===== config.mk =====
export PLATFORM = sky130hd
export DESIGN_NAME = axi_bus_master
export DESIGN_NICKNAME = d
export VERILOG_FILES = /design/src/design/mem_bus_pkg.sv /design/src/design/axi_bus_master.sv /design/src/design/axi_read_arbiter.sv /design/src/design/data_access_port.sv /design/src/design/fetch_read_port.sv
export SDC_FILE = /design/constraint.sdc
export NUM_CORES = 1
export LEC_CHECK = 0
export ABC_AREA = 1
export BUFFER_PORTS_ARGS = -buffer_cell sky130_fd_sc_hd__buf_2
export CORE_MARGIN = 10
export CORE_UTILIZATION = 52
export CTS_BUF_LIST = sky130_fd_sc_hd__clkbuf_4
export CTS_CLUSTER_SIZE = 12
export DETAILED_ROUTE_END_ITERATION = 10
export PLACE_DENSITY = 0.89
export SYNTH_ARGS = -nofsm -noshare
export SYNTH_HDL_FRONTEND = slang
export SYNTH_HIERARCHICAL = 1
export SYNTH_SLANG_ARGS = --single-unit

===== constraint.sdc =====
create_clock -name clk -period 9.8 [get_ports clk]
set_clock_uncertainty 0.1 [all_clocks]
set_input_delay 0 -clock clk [delete_from_list [all_inputs] [get_ports clk]]
set_output_delay 0 -clock clk [all_outputs]
set_load 0.01 [all_outputs]

===== src/design/mem_bus_pkg.sv =====
`default_nettype none

package mem_bus_pkg;

    ////////////////////////////////////////////////////////////////////////////
    // Bus widths and fixed IDs
    ////////////////////////////////////////////////////////////////////////////
    localparam int ADDR_W = 32;
    localparam int DATA_W = 32;
    localparam int STRB_W = DATA_W / 8;
    localparam int ID_W   = 4;
    localparam int SIZE_W = 3;

    localparam logic [ID_W-1:0]   FETCH_ID  = 4'd0;  // Instruction reads
    localparam logic [ID_W-1:0]   DATA_ID   = 4'd1;  // Loads and stores
    localparam logic [SIZE_W-1:0] SIZE_WORD = 3'd2;  // 4 bytes per beat

    ////////////////////////////////////////////////////////////////////////////
    // Client side
    ////////////////////////////////////////////////////////////////////////////
    typedef struct packed {
        logic              valid;
        logic [ADDR_W-1:0] addr;
    } fetch_req_t;

    typedef struct packed {
        logic              valid;
        logic              write;  // 1 = store
        logic [ADDR_W-1:0] addr;
        logic [SIZE_W-1:0] size;
        logic [STRB_W-1:0] strb;
        logic [DATA_W-1:0] data;
    } data_req_t;

    // Read return, one cycle pulse
    typedef struct packed {
        logic              valid;
        logic [DATA_W-1:0] data;
    } ret_t;

    // Port toward the read arbiter
    typedef struct packed {
        logic              valid;
        logic [ID_W-1:0]   id;
        logic [ADDR_W-1:0] addr;
        logic [SIZE_W-1:0] size;
    } rd_req_t;

    ////////////////////////////////////////////////////////////////////////////
    // AXI channels, single beat only
    ////////////////////////////////////////////////////////////////////////////
    typedef struct packed {
        logic              valid;
        logic [ID_W-1:0]   id;
        logic [ADDR_W-1:0] addr;
        logic [SIZE_W-1:0] size;
    } axi_ar_t;

    typedef struct packed {
        logic              valid;
        logic [ID_W-1:0]   id;
        logic [DATA_W-1:0] data;
        logic [1:0]        resp;
        logic              last;
    } axi_r_t;

    typedef struct packed {
        logic              valid;
        logic [ID_W-1:0]   id;
        logic [ADDR_W-1:0] addr;
        logic [SIZE_W-1:0] size;
    } axi_aw_t;

    typedef struct packed {
        logic              valid;
        logic [DATA_W-1:0] data;
        logic [STRB_W-1:0] strb;
        logic              last;
    } axi_w_t;

    typedef struct packed {
        logic            valid;
        logic [ID_W-1:0] id;
        logic [1:0]      resp;
    } axi_b_t;

endpackage

`default_nettype wire


===== src/design/axi_bus_master.sv =====
`timescale 1ns/100ps
`default_nettype none

module axi_bus_master (
    input  logic                    clk,
    input  logic                    reset_i,
    // Fetch client
    input  mem_bus_pkg::fetch_req_t fetch_req_i,
    output logic                    fetch_rdy_o,
    output mem_bus_pkg::ret_t       fetch_ret_o,
    // Data client
    input  mem_bus_pkg::data_req_t  data_req_i,
    output logic                    data_rdy_o,
    output mem_bus_pkg::ret_t       data_ret_o,
    output logic                    data_wr_done_o,
    // AXI master side
    output mem_bus_pkg::axi_ar_t    ar_o,
    input  logic                    arready_i,
    input  mem_bus_pkg::axi_r_t     r_i,
    output mem_bus_pkg::axi_aw_t    aw_o,
    input  logic                    awready_i,
    output mem_bus_pkg::axi_w_t     w_o,
    input  logic                    wready_i,
    input  mem_bus_pkg::axi_b_t     b_i
);

    // Ports to arbiter
    mem_bus_pkg::rd_req_t fetch_rd;
    mem_bus_pkg::rd_req_t data_rd;
    logic                 fetch_grant;
    logic                 data_grant;
    mem_bus_pkg::axi_r_t  fetch_r;  // Valid only for FETCH_ID beats
    mem_bus_pkg::axi_r_t  data_r;   // Valid only for DATA_ID beats

    fetch_read_port u_fetch_port (
        .clk     (clk),
        .reset_i (reset_i),
        .req_i   (fetch_req_i),
        .grant_i (fetch_grant),
        .r_i     (fetch_r),
        .rdy_o   (fetch_rdy_o),
        .rd_req_o(fetch_rd),
        .ret_o   (fetch_ret_o)
    );

    data_access_port u_data_port (
        .clk      (clk),
        .reset_i  (reset_i),
        .req_i    (data_req_i),
        .grant_i  (data_grant),
        .r_i      (data_r),
        .awready_i(awready_i),
        .wready_i (wready_i),
        .b_i      (b_i),
        .rdy_o    (data_rdy_o),
        .rd_req_o (data_rd),
        .ret_o    (data_ret_o),
        .aw_o     (aw_o),
        .w_o      (w_o),
        .wr_done_o(data_wr_done_o)
    );

    // Writes bypass this, only the data port writes
    axi_read_arbiter u_rd_arb (
        .clk          (clk),
        .reset_i      (reset_i),
        .fetch_rd_i   (fetch_rd),
        .data_rd_i    (data_rd),
        .arready_i    (arready_i),
        .r_i          (r_i),
        .fetch_grant_o(fetch_grant),
        .data_grant_o (data_grant),
        .ar_o         (ar_o),
        .fetch_r_o    (fetch_r),
        .data_r_o     (data_r)
    );

endmodule

`default_nettype wire


===== src/design/axi_read_arbiter.sv =====
`timescale 1ns/100ps
`default_nettype none

module axi_read_arbiter (
    input  logic                 clk,
    input  logic                 reset_i,
    input  mem_bus_pkg::rd_req_t fetch_rd_i,
    input  mem_bus_pkg::rd_req_t data_rd_i,
    input  logic                 arready_i,
    input  mem_bus_pkg::axi_r_t  r_i,
    output logic                 fetch_grant_o,
    output logic                 data_grant_o,
    output mem_bus_pkg::axi_ar_t ar_o,
    output mem_bus_pkg::axi_r_t  fetch_r_o,
    output mem_bus_pkg::axi_r_t  data_r_o
);

    logic                 prefer_data;  // Round robin pointer
    logic                 locked;       // AR is stalled, choice is frozen
    logic                 locked_data;
    logic                 pick_data;
    logic                 sel_data;
    logic                 ar_hs;
    mem_bus_pkg::rd_req_t sel_req;

    ////////////////////////////////////////////////////////////////////////////
    // Selection
    ////////////////////////////////////////////////////////////////////////////
    always_comb begin
        if (fetch_rd_i.valid && data_rd_i.valid) begin
            pick_data = prefer_data;
        end else begin
            pick_data = data_rd_i.valid;
        end
    end

    assign sel_data = locked ? locked_data : pick_data;
    assign sel_req  = sel_data ? data_rd_i : fetch_rd_i;

    assign ar_o.valid = sel_req.valid;
    assign ar_o.id    = sel_req.id;
    assign ar_o.addr  = sel_req.addr;
    assign ar_o.size  = sel_req.size;

    assign ar_hs         = ar_o.valid && arready_i;
    assign fetch_grant_o = ar_hs && !sel_data;
    assign data_grant_o  = ar_hs && sel_data;

    always_ff @(posedge clk) begin
        if (reset_i) begin
            prefer_data <= 1'b0;  // Fetch first out of reset
            locked      <= 1'b0;
            locked_data <= 1'b0;
        end else begin
            if (ar_hs) begin
                prefer_data <= !sel_data;  // Loser goes next
                locked      <= 1'b0;
            end else if (ar_o.valid) begin
                locked      <= 1'b1;
                locked_data <= sel_data;
            end
        end
    end

    ////////////////////////////////////////////////////////////////////////////
    // R routing by ID
    ////////////////////////////////////////////////////////////////////////////
    always_comb begin
        fetch_r_o       = r_i;
        data_r_o        = r_i;
        fetch_r_o.valid = r_i.valid && (r_i.id == mem_bus_pkg::FETCH_ID);
        data_r_o.valid  = r_i.valid && (r_i.id == mem_bus_pkg::DATA_ID);
    end

    // Locked choice keeps AR steady across a stall
    a_ar_hold: assert property (@(posedge clk) disable iff (reset_i)
        ar_o.valid && !arready_i |=> ar_o.valid && $stable(ar_o.addr)
            && $stable(ar_o.id));

endmodule

`default_nettype wire


===== src/design/data_access_port.sv =====
`timescale 1ns/100ps
`default_nettype none

module data_access_port (
    input  logic                   clk,
    input  logic                   reset_i,
    input  mem_bus_pkg::data_req_t req_i,
    input  logic                   grant_i,
    input  mem_bus_pkg::axi_r_t    r_i,
    input  logic                   awready_i,
    input  logic                   wready_i,
    input  mem_bus_pkg::axi_b_t    b_i,
    output logic                   rdy_o,
    output mem_bus_pkg::rd_req_t   rd_req_o,
    output mem_bus_pkg::ret_t      ret_o,
    output mem_bus_pkg::axi_aw_t   aw_o,
    output mem_bus_pkg::axi_w_t    w_o,
    output logic                   wr_done_o
);

    typedef enum logic [2:0] {
        ST_IDLE,
        ST_RD_ADDR,
        ST_RD_DATA,
        ST_WR,       // AW and W outstanding
        ST_WR_RESP   // Both sent, waiting for B
    } state_t;

    state_t                         state;
    logic [mem_bus_pkg::ADDR_W-1:0] addr_q;
    logic [mem_bus_pkg::SIZE_W-1:0] size_q;
    logic [mem_bus_pkg::STRB_W-1:0] strb_q;
    logic [mem_bus_pkg::DATA_W-1:0] wdata_q;
    logic [mem_bus_pkg::DATA_W-1:0] ret_data_q;
    logic                           ret_valid_q;
    logic                           wr_done_q;
    logic                           aw_done;
    logic                           w_done;
    logic                           aw_hs;
    logic                           w_hs;
    logic                           b_hit;

    assign aw_hs = aw_o.valid && awready_i;
    assign w_hs  = w_o.valid && wready_i;
    assign b_hit = b_i.valid && (b_i.id == mem_bus_pkg::DATA_ID);

    ////////////////////////////////////////////////////////////////////////////
    // Control
    ////////////////////////////////////////////////////////////////////////////
    always_ff @(posedge clk) begin
        if (reset_i) begin
            state       <= ST_IDLE;
            aw_done     <= 1'b0;
            w_done      <= 1'b0;
            ret_valid_q <= 1'b0;
            wr_done_q   <= 1'b0;
        end else begin
            ret_valid_q <= (state == ST_RD_DATA) && r_i.valid;
            wr_done_q   <= (state == ST_WR_RESP) && b_hit;
            case (state)
                ST_IDLE: begin
                    if (req_i.valid) begin
                        state <= req_i.write ? ST_WR : ST_RD_ADDR;
                    end
                end
                ST_RD_ADDR: begin
                    if (grant_i) begin
                        state <= ST_RD_DATA;
                    end
                end
                ST_RD_DATA: begin
                    if (r_i.valid) begin
                        state <= ST_IDLE;
                    end
                end
                ST_WR: begin
                    // AW and W finish in any order
                    if ((aw_done || aw_hs) && (w_done || w_hs)) begin
                        state <= ST_WR_RESP;
                    end
                end
                ST_WR_RESP: begin
                    if (b_hit) begin
                        state <= ST_IDLE;
                    end
                end
                default: state <= ST_IDLE;
            endcase
            if (state == ST_WR) begin
                aw_done <= aw_done || aw_hs;
                w_done  <= w_done || w_hs;
            end else begin
                aw_done <= 1'b0;
                w_done  <= 1'b0;
            end
        end
    end

    // Request and read data capture
    always_ff @(posedge clk) begin
        if (state == ST_IDLE && req_i.valid) begin
            addr_q  <= req_i.addr;
            size_q  <= req_i.size;
            strb_q  <= req_i.strb;
            wdata_q <= req_i.data;
        end
        if (state == ST_RD_DATA && r_i.valid) begin
            ret_data_q <= r_i.data;
        end
    end

    assign rdy_o          = (state == ST_IDLE);
    assign rd_req_o.valid = (state == ST_RD_ADDR);
    assign rd_req_o.id    = mem_bus_pkg::DATA_ID;
    assign rd_req_o.addr  = addr_q;
    assign rd_req_o.size  = size_q;
    assign ret_o.valid    = ret_valid_q;
    assign ret_o.data     = ret_data_q;
    assign wr_done_o      = wr_done_q;

    assign aw_o.valid = (state == ST_WR) && !aw_done;
    assign aw_o.id    = mem_bus_pkg::DATA_ID;
    assign aw_o.addr  = addr_q;
    assign aw_o.size  = size_q;
    assign w_o.valid  = (state == ST_WR) && !w_done;
    assign w_o.data   = wdata_q;
    assign w_o.strb   = strb_q;
    assign w_o.last   = 1'b1;  // Single beat

    a_aw_hold: assert property (@(posedge clk) disable iff (reset_i)
        aw_o.valid && !awready_i |=> aw_o.valid && $stable(aw_o));
    a_w_hold: assert property (@(posedge clk) disable iff (reset_i)
        w_o.valid && !wready_i |=> w_o.valid && $stable(w_o));

endmodule

`default_nettype wire


===== src/design/fetch_read_port.sv =====
`timescale 1ns/100ps
`default_nettype none

module fetch_read_port (
    input  logic                    clk,
    input  logic                    reset_i,
    input  mem_bus_pkg::fetch_req_t req_i,
    input  logic                    grant_i,
    input  mem_bus_pkg::axi_r_t     r_i,
    output logic                    rdy_o,
    output mem_bus_pkg::rd_req_t    rd_req_o,
    output mem_bus_pkg::ret_t       ret_o
);

    typedef enum logic [1:0] {
        ST_IDLE,
        ST_ADDR,  // Waiting for the arbiter
        ST_DATA   // AR sent, waiting for R
    } state_t;

    state_t                         state;
    logic [mem_bus_pkg::ADDR_W-1:0] addr_q;
    logic                           ret_valid_q;
    logic [mem_bus_pkg::DATA_W-1:0] ret_data_q;

    always_ff @(posedge clk) begin
        if (reset_i) begin
            state <= ST_IDLE;
        end else begin
            case (state)
                ST_IDLE: begin
                    if (req_i.valid) begin
                        state <= ST_ADDR;
                    end
                end
                ST_ADDR: begin
                    if (grant_i) begin
                        state <= ST_DATA;
                    end
                end
                ST_DATA: begin
                    if (r_i.valid) begin
                        state <= ST_IDLE;
                    end
                end
                default: state <= ST_IDLE;
            endcase
        end
    end

    // Return pulse lines up with rdy_o coming back
    always_ff @(posedge clk) begin
        if (reset_i) begin
            ret_valid_q <= 1'b0;
        end else begin
            ret_valid_q <= (state == ST_DATA) && r_i.valid;
        end
    end

    always_ff @(posedge clk) begin
        if (state == ST_IDLE && req_i.valid) begin
            addr_q <= req_i.addr;
        end
        if (state == ST_DATA && r_i.valid) begin
            ret_data_q <= r_i.data;
        end
    end

    assign rdy_o          = (state == ST_IDLE);
    assign rd_req_o.valid = (state == ST_ADDR);
    assign rd_req_o.id    = mem_bus_pkg::FETCH_ID;
    assign rd_req_o.addr  = addr_q;
    assign rd_req_o.size  = mem_bus_pkg::SIZE_WORD;  // Fetch is always a word
    assign ret_o.valid    = ret_valid_q;
    assign ret_o.data     = ret_data_q;

    // Arbiter must only grant a pending request
    a_grant_when_pending: assert property (@(posedge clk) disable iff (reset_i)
        grant_i |-> state == ST_ADDR);

endmodule

`default_nettype wire


==> results.md, run 1 <==
* Initial DRC count at 383
* NumNets Final at 1099
* Tcrit/Tclk final at 0.472
* Worst Setup End Kind: register
* DR DRC count at 0
* # Post-CTS Setup Buffers at 0
* Clock Sinks at 180
* DP Cell Count at 937
* Pins Over Slew Limit at 0
* Final ANT Viol Nets at 0
* P&R area growth vs syn at 41.1%
* Pin count of the biggest net entering global routing at 72
* Die width at 138 um
* CTS H-tree depth at 4
* Initial Util at 0.538
* RSZ-0062 raised after global routing: false
* Final hold violation count at 0
* Die H at 138 um
* CP Cell Sequence: inv_2, nor3_1, inv_1, nor2_4, nand2_2, nand2_2, nand4_1, inv_1, inv_1, nand3_1, nand3_1, nor2_2, dlygate4sd3_1, nand2_2, nor2_1, dlygate4sd3_1, nor2_2, dlygate4sd3_1
* # setup viols final at 0
* TNS Setup at 0 ns
* Clock latency on the worst-skew pair at 0.56 ns
* First-pass GRT wire length at 35400 um
* Power per Cell Area at 199 mW/mm2
* DR vias/cell at 4.92
* Multi-input logic area at 935 um2
* Mapped Cells at 539
* Core area at 0.0134 mm2
* Wire per inst at 22.0 um
* Setup crit start kind: register
* CP max stage cell: nand2_2
* # rows at 42
* Status: finished, final reports clean
* Initial antenna violation count at 3
* DRT Wirelength at 24900 um
* TritonRoute pass-1 iters at 5
* Min-delay worst type: in -> reg
* CTS Buf Count at 17
* Leakage power at 4.56 nW
* Max Root-Sink Buffers at 2
* Worst-path clk slew at 0.16 ns
* DP HPWL at 14800 um
* CP max FO at 40
* CTS tree: yes
* Max-slew headroom at 0.246
* CTS resizes at 0
* F_max at 0.216 GHz
* Clock root buffer: clkbuf_4
* Slowest stage delay, CP at 0.61 ns
* Final GP Congestion at 0.811
* WP data arrival at 4.98 ns
* PortBufs at 331
* Setup CP Type: reg -> reg
* Share of cells above drive strength 1 at 0.406
* Via count at 5578
* Num ports at 345
* Grt ovf at 0
* Final Critical Period at 4.63 ns
* Die outline area at 0.0190 mm2
* Fillers at 738
* Vias in the first global route at 5997
* Synthesized area per cell at 13.4 um2
* Required time at the worst-slack endpoint at 10.15 ns
* Register area at 0.00528 mm2
* Max-capacitance violation count at 0
* Peak supply drop at 147 uV
* Post-route insts no fill at 1133
* Post-synthesis cell area at 0.00720 mm2
* Worst-Margin Slew at 1.13 ns
* All-Layer GR Usage at 0.253
* Total of warnings raised by yosys at 6
area by class of cell:
type	count	area share
diodes	3	0.000739
clock inverters	14	0.0172
multi-input cells	215	0.0920
clock buffers	18	0.0133
flip-flops and latches	180	0.519
inverters	31	0.0115
well taps	176	0.0217
repair buffers	496	0.325
sequential cells by signal (all words and copies together) (netlist names):
register	count
u_data_port/aw_done	1
u_data_port/w_done	1
u_rd_arb/prefer_data	1
u_fetch_port/addr_q	32
u_data_port/strb_q	4
u_data_port/wdata_q	32
u_data_port/ret_valid_q	1
u_data_port/addr_q	32
u_rd_arb/locked_data	1
u_data_port/state	3
u_fetch_port/state	2
u_data_port/ret_data_q	32
u_data_port/size_q	3
u_data_port/wr_done_o	1
u_fetch_port/ret_valid_q	1
u_fetch_port/ret_data_q	32
u_rd_arb/locked	1
worst paths after layout:
kind / from / to / slack, ns / depth (start not counted)
setup / recovery: u_data_port/state[0]$_SDFFE_PP0P_ / u_data_port/state[1]$_SDFFE_PP0P_ / 5.17 / 18
hold / removal: data_req_i[29] / u_data_port/wdata_q[29]$_DFFE_PP_ / 0.03 / 2
setup reg to reg: u_data_port/state[0]$_SDFFE_PP0P_ / u_data_port/state[1]$_SDFFE_PP0P_ / 5.17 / 18
hold reg to reg: u_rd_arb/locked_data$_SDFFE_PP0P_ / u_rd_arb/locked_data$_SDFFE_PP0P_ / 0.42 / 4
timing repair:
item | 4_1_cts | 5_1_grt
hold buffers | 160 | 1
setup endpoints to repair | 0 | 0
endpoints found under the hold margin | 180 | 1
placed cells by master, fill, tap and decap left out, types with 2 or more instances in the layout:
master         count
conb_1            16
nand2_2            4
nor2_1            14
inv_2              4
nor2_4             2
inv_6              4
nand4_1            4
nand3_1           11
clkinv_1           2
buf_2            331
bufinv_16          3
clkinv_4           3
clkbuf_4          18
dlygate4sd3_1    161
diode_2            3
nor3_1             3
edfxtp_1         167
inv_1             27
buf_4              4
nor2_2             8
dfxtp_1           13
nand2_1          142
where the power goes:
group | internal, W | total [W] | switching [W]
Clock | 0.000184 | 0.000452 | 0.000268
Sequential | 0.000956 | 0.00101 | 0.0000493
Combinational | 0.000208 | 0.000561 | 0.000353
metrics by stage:
step | area (um2) | worst slack (ns) | util | hold WS (ns) | total power [W]
2_1_floorplan | 7250 | 5.61 | - | -0.0376 | 0.00133
3_3_place_gp | 8230 | 6.99 | 0.614 | 0.0762 | 0.00147
3_5_place_dp | 8230 | 6.89 | 0.614 | 0.0782 | 0.00149
4_1_cts | 10100 | 5.26 | 0.757 | 0.0000871 | 0.00198
5_1_grt | 10200 | 4.86 | 0.758 | 0.00192 | 0.00210
6_report | 10200 | 5.17 | 0.758 | 0.0310 | 0.00202
layer usage:
metal  share of wire  vias to the layer above  GRT usage
li1                -                     2474          -
met1            0.30                     2605      0.244
met2            0.54                      428      0.462
met3            0.11                       71     0.0954
met4           0.046                        0      0.123
met5               0                        -          0
worst max-delay path: cells and delay by family, from the launching register on:
kind	cells	cell delay (ns)
DFF	1	0.43
buffers and inverters	7	2.08
and+or+nand+nor	11	1.91
No activity file was read; power rests on OpenSTA's default activity.
==> run 2: changes to the inputs <==
- CORE_UTILIZATION: 52 -> 48
- PLACE_DENSITY: 0.89 -> 0.83
- clock period: 9.8 -> 4.5 ns (I/O delays scaled with it)
==> results.md, run 2 <==
* Final GP Congestion at 0.848
* Synthesized area per cell at 13.4 um2
* Total of warnings raised by yosys at 6
* CTS H-tree depth at 4
* Num ports at 345
* # Post-CTS Setup Buffers at 0
* PortBufs at 331
* # rows at 44
* Die width at 143 um
* Clock root buffer: clkbuf_4
* Max Root-Sink Buffers at 2
* Dpl cell area at 0.00825 mm2
* Error msg: [ERROR RSZ-0060] Max buffer count reached.
* CTS Buf Count at 17
* CTS resizes at 0
* Status: aborted with a tool error
* Post-synthesis cell area at 0.00720 mm2
* Initial Util at 0.492
* DP HPWL at 14900 um
* Mapped Cells at 539
* Fail Step: clock tree synthesis
* DP Cell Count at 946
* Hold_buf cts at 198
* Die H at 143 um
-- run 2: metrics by stage --
step           setup WS [ns]  hold slack (ns)
2_1_floorplan          0.315          -0.0376
3_5_place_dp            1.58           0.0781
3_3_place_gp            1.70           0.0762
==> run 3: changes to the inputs <==
- CORE_UTILIZATION: 48 -> 40
- CTS_BUF_LIST: sky130_fd_sc_hd__clkbuf_4 -> not set
- CTS_CLUSTER_SIZE: 12 -> not set
- PLACE_DENSITY: 0.83 -> not set
- PLACE_DENSITY_LB_ADDON: not set -> 0.15
==> results.md, run 3 (same netlist as run 1, synthesis figures left out) <==
* Max-slew headroom at 0.284
* Final hold violation count at 0
* Grt ovf at 0
* Hold Slack at 0.158 ns
* First-pass GRT wire length at 31600 um
* DR DRC count at 0
* Worst hold path startpoint: b_i[3]
* CTS Buf Count at 17
* Clock latency on the worst-skew pair at 0.41 ns
* Via count at 5025
* Worst-path clk slew at 0.07 ns
* Share of cells above drive strength 1 at 0.413
* Power per Cell Area at 459 mW/mm2
* CTS resizes at 0
* Required time at the worst-slack endpoint at 4.71 ns
* Slowest stage delay, CP at 0.62 ns
* NumNets Final at 1088
* Die H at 154 um
* Tcrit/Tclk final at 0.646
* # rows at 49
* CTS H-tree depth at 4
* DRT Wirelength at 20600 um
* R2R setup slack at 1.59 ns
* Fillers at 1481
* CP max FO at 40
* All-Layer GR Usage at 0.169
* R2R Path End: u_data_port/state[0]$_SDFFE_PP0P_
* Die outline area at 0.0238 mm2
* Pins Over Slew Limit at 0
* Wire per inst at 17.6 um
* Final Critical Period at 2.91 ns
* Final GP Congestion at 0.817
* Setup CP Type: reg -> reg
* Worst Setup End Kind: register
* Dpl cell area at 0.00831 mm2
* Fin area at 0.0104 mm2
* DP Cell Count at 991
* Status: finished, final reports clean
* CP Cell Sequence: inv_2, nor3_1, inv_1, nor2_4, nand2_2, nand2_2, nand4_1, inv_1, inv_1, nand3_1, nand3_1, nor2_2, nand2_2, nor2_1, nor2_2
* PortBufs at 331
* Initial Util at 0.404
* Worst-Margin Slew at 1.07 ns
* R2R depth at 15
* Final ANT Viol Nets at 0
* Vias in the first global route at 5701
* Most frequent cells in the layout: buf_2 (331), edfxtp_1 (167), dlygate4sd3_1 (149)
* DP HPWL at 14800 um
* Min-delay worst type: in -> reg
* # setup viols final at 0
* Die width at 154 um
* Post-route insts no fill at 1173
* Worst Hold Path Cells at 9
* P&R area growth vs syn at 44.4%
* Max-capacitance violation count at 0
* F_max at 0.344 GHz
* Setup crit start kind: register
* RSZ-0062 raised after global routing: false
* Multi-input logic area at 935 um2
* Leakage power at 4.62 nW
* Initial antenna violation count at 1
* Clock root buffer: clkbuf_16
* Clock Sinks at 180
* Leading cell type in the layout, fill and taps excluded: buf_2
* CTS tree: yes
* Pin count of the biggest net entering global routing at 42
* TNS Setup at 0 ns
* Launching point of the worst reg2reg path: u_data_port/state[0]$_SDFFE_PP0P_
* TritonRoute pass-1 iters at 4
* Initial DRC count at 215
* Register area at 0.00528 mm2
* Max Root-Sink Buffers at 2
* Core area at 0.0178 mm2
* Peak supply drop at 308 uV
* WP data arrival at 3.12 ns
* CP max stage cell: nand2_2
* DR vias/cell at 4.28
* Hold Path Sink: u_data_port/state[2]$_SDFFE_PP0P_
* Num ports at 345
[run 3: what timing repair did]
item                      4_1_cts  5_1_grt
hold endpoints to repair      181        0
buffers inserted                0        0
hold buffers                  149        0
[run 3: area by class of cell]
cell class | count | area share
inverter | 31 | 0.0112
multi-input combinational | 215 | 0.0899
antenna | 1 | 0.000241
clock buffer | 17 | 0.0409
sequential | 180 | 0.507
timing repair buffer | 485 | 0.306
clock inverter | 15 | 0.0168
tap | 229 | 0.0275
[run 3: through the flow]
stage               worst slack [ns]  utilization  total power, W
floorplan                      0.315            -         0.00291
global placement                1.65        0.466         0.00323
detailed placement              1.57        0.466         0.00325
CTS                             1.55        0.583         0.00483
global route                    1.23        0.583         0.00503
finish                          1.59        0.583         0.00477
[run 3: where the power goes]
part | total [W] | internal, W | switching [W]
Combinational | 0.00115 | 0.000429 | 0.000717
Clock | 0.00147 | 0.000791 | 0.000674
Sequential | 0.00216 | 0.00208 | 0.0000825
[run 3: per-layer routing]
layer,global-route usage,share of wire
met1,0.166,0.34
met3,0.0796,0.10
met5,0,0
met4,0.0486,0.014
met2,0.310,0.54
[run 3: worst max-delay path by stage]
stage | from | endpoint
floorplan | u_data_port/state[2]$_SDFFE_PP0P_ | u_data_port/addr_q[0]$_DFFE_PP_
global placement | u_data_port/state[0]$_SDFFE_PP0P_ | u_data_port/state[2]$_SDFFE_PP0P_
detailed placement | u_data_port/state[0]$_SDFFE_PP0P_ | u_data_port/state[1]$_SDFFE_PP0P_
CTS | u_data_port/state[0]$_SDFFE_PP0P_ | u_data_port/state[1]$_SDFFE_PP0P_
global route | u_data_port/state[0]$_SDFFE_PP0P_ | u_data_port/state[2]$_SDFFE_PP0P_
finish | u_data_port/state[0]$_SDFFE_PP0P_ | u_data_port/state[0]$_SDFFE_PP0P_
[run 3: worst max-delay path: cells and delay by family (launching register included)]
family                 cells  cell delay, ns
buffers and inverters      4            0.38
flip-flops                 1            0.41
AND/OR/NAND/NOR           11            1.90
==> run 4: changes to the inputs <==
- clock period: 4.5 -> 2.8 ns (I/O delays scaled with it)
==> results.md, run 4 (same netlist as run 1, synthesis figures left out) <==
* Grt ovf at 0
* Vias in the first global route at 5683
* CP max stage cell: dfxtp_1
* Clock latency on the worst-skew pair at 0.42 ns
* Final hold violation count at 0
* F_max at 0.393 GHz
* DRT Wirelength at 20900 um
* CTS resizes at 0
* Die H at 154 um
* Via count at 5177
* CTS Buf Count at 17
* PortBufs at 331
* Setup CP Type: reg -> out
* Sequential power share at 0.446
* Clock Sinks at 180
* Final ANT Viol Nets at 0
* Peak supply drop at 618 uV
* Combinational fraction of design power at 0.237
* Num ports at 345
* Initial antenna violation count at 2
* Pin count of the biggest net entering global routing at 72
* Net Sw Frac at 0.308
* Most frequent cells in the layout: buf_2 (331), edfxtp_1 (167), dlygate4sd3_1 (149)
* CP max FO at 39
* CP Cell Sequence: inv_2, nor3_1, inv_1, nor2_4, nand2_2, nand2_2, buf_4, nand2_1, nand2_1, buf_2
* Status: finished, final reports clean
* Power per Cell Area at 748 mW/mm2
* DP HPWL at 14600 um
* RSZ-0062 raised after global routing: false
* Met2 GRT Util at 0.315
* Worst Setup End Kind: output pin
* Die outline area at 0.0238 mm2
* Initial DRC count at 227
* Max-capacitance violation count at 0
* Core area at 0.0178 mm2
* Core Util, Final at 0.585
* Max Root-Sink Buffers at 2
* Leading cell type in the layout, fill and taps excluded: buf_2
* Tcrit/Tclk final at 0.908
* Setup crit start kind: register
* Hold Slack at 0.0455 ns
* Share of cells above drive strength 1 at 0.413
* Clock root buffer: clkbuf_16
* # Post-CTS Setup Buffers at 0
* First-pass GRT wire length at 31900 um
* All-Layer GR Usage at 0.171
* Min-delay worst type: in -> reg
* Met3 Use GR at 0.0660
* TritonRoute pass-1 iters at 4
* CTS tree: yes
* NumNets Final at 1089
* DR DRC count at 0
* Net Sw Power at 0.00240 W
* Initial Util at 0.404
* # setup viols final at 0
* R2R depth at 13
* Wire per inst at 17.8 um
* Clk pwr share at 0.317
* Fillers at 1450
* WP data arrival at 2.44 ns
* DR vias/cell at 4.40
* Hold_buf cts at 149
* P&R area growth vs syn at 45.0%
* Worst hold path startpoint: r_i[39]
* Hold Path Sink: u_fetch_port/state[1]$_SDFFE_PP0P_
* Cell-internal power at 0.00541 W
* Leakage power at 4.64 nW
* # rows at 49
* Final Critical Period at 2.54 ns
* Busiest grt layer: met2
* R2R Path End: u_fetch_port/state[0]$_SDFFE_PP0P_
* Register area at 0.00528 mm2
* Final GP Congestion at 0.843
* Met1 Resource Use GR at 0.171
* Pins Over Slew Limit at 0
* Worst Hold Path Cells at 5
* Required time at the worst-slack endpoint at 2.70 ns
* Launching point of the worst reg2reg path: u_data_port/state[0]$_SDFFE_PP0P_
* CTS H-tree depth at 4
* Worst-path clk slew at 0.07 ns
* Slowest stage delay, CP at 0.40 ns
* R2R setup slack at 0.28 ns
* Multi-input logic area at 935 um2
* TNS Setup at 0 ns
* Die width at 154 um
==> run 4: worst max-delay path: cells and delay by family (launching register included) <==
| kind | cells | cell delay (ns) |
|---|---|---|
| AND/OR/NAND/NOR | 6 | 0.80 |
| buffers and inverters | 4 | 0.79 |
| flip-flops | 1 | 0.40 |
==> run 4: worst max-delay path by stage <==
stage / to / slack, ns / cells after the start / start
after global routing: ar_o[13] / 0.05 / 10 / u_data_port/state[0]$_SDFFE_PP0P_
after floorplan: u_fetch_port/ret_data_q[0]$_DFFE_PP_ / 0.27 / 4 / r_i[36]
after CTS: ar_o[4] / 0.24 / 10 / u_data_port/state[0]$_SDFFE_PP0P_
final: ar_o[1] / 0.26 / 10 / u_data_port/state[0]$_SDFFE_PP0P_
after global placement: u_data_port/state[1]$_SDFFE_PP0P_ / 0.62 / 15 / u_data_port/state[0]$_SDFFE_PP0P_
after detailed placement: u_data_port/state[1]$_SDFFE_PP0P_ / 0.56 / 15 / u_data_port/state[0]$_SDFFE_PP0P_
==> run 4: final cells by class <==
class	count	area share
flip-flops and latches	180	0.505
repair buffers	486	0.307
multi-input cells	215	0.0895
clock buffers	17	0.0407
well taps	229	0.0274
clock inverters	15	0.0182
inverters	31	0.0111
diodes	4	0.000958
==> run 4: power by group through the flow <==
stage	clock network, W	logic, W	registers [W]
global placement	0	0.00168	0.00352
detailed placement	0	0.00170	0.00353
global route	0.00264	0.00204	0.00352
floorplan	0	0.00100	0.00365
CTS	0.00254	0.00187	0.00348
finish	0.00247	0.00185	0.00348
==> run 4: layer usage <==
layer | up-vias | share of wire
met2 | 233 | 0.54
met4 | 0 | 0.021
met5 | - | 0
li1 | 2458 | -
met1 | 2453 | 0.34
met3 | 33 | 0.091
==> run 4: through the flow <==
stage / instance area (um2) / setup WS, ns / instances / power, W
6_report: 10400 / 0.256 / 1177 / 0.00781
3_3_place_gp: 8330 / 0.623 / 992 / 0.00520
2_1_floorplan: 7260 / 0.268 / 551 / 0.00466
5_1_grt: 10400 / 0.0502 / 1177 / 0.00819
4_1_cts: 10400 / 0.238 / 1173 / 0.00789
3_5_place_dp: 8330 / 0.555 / 992 / 0.00524
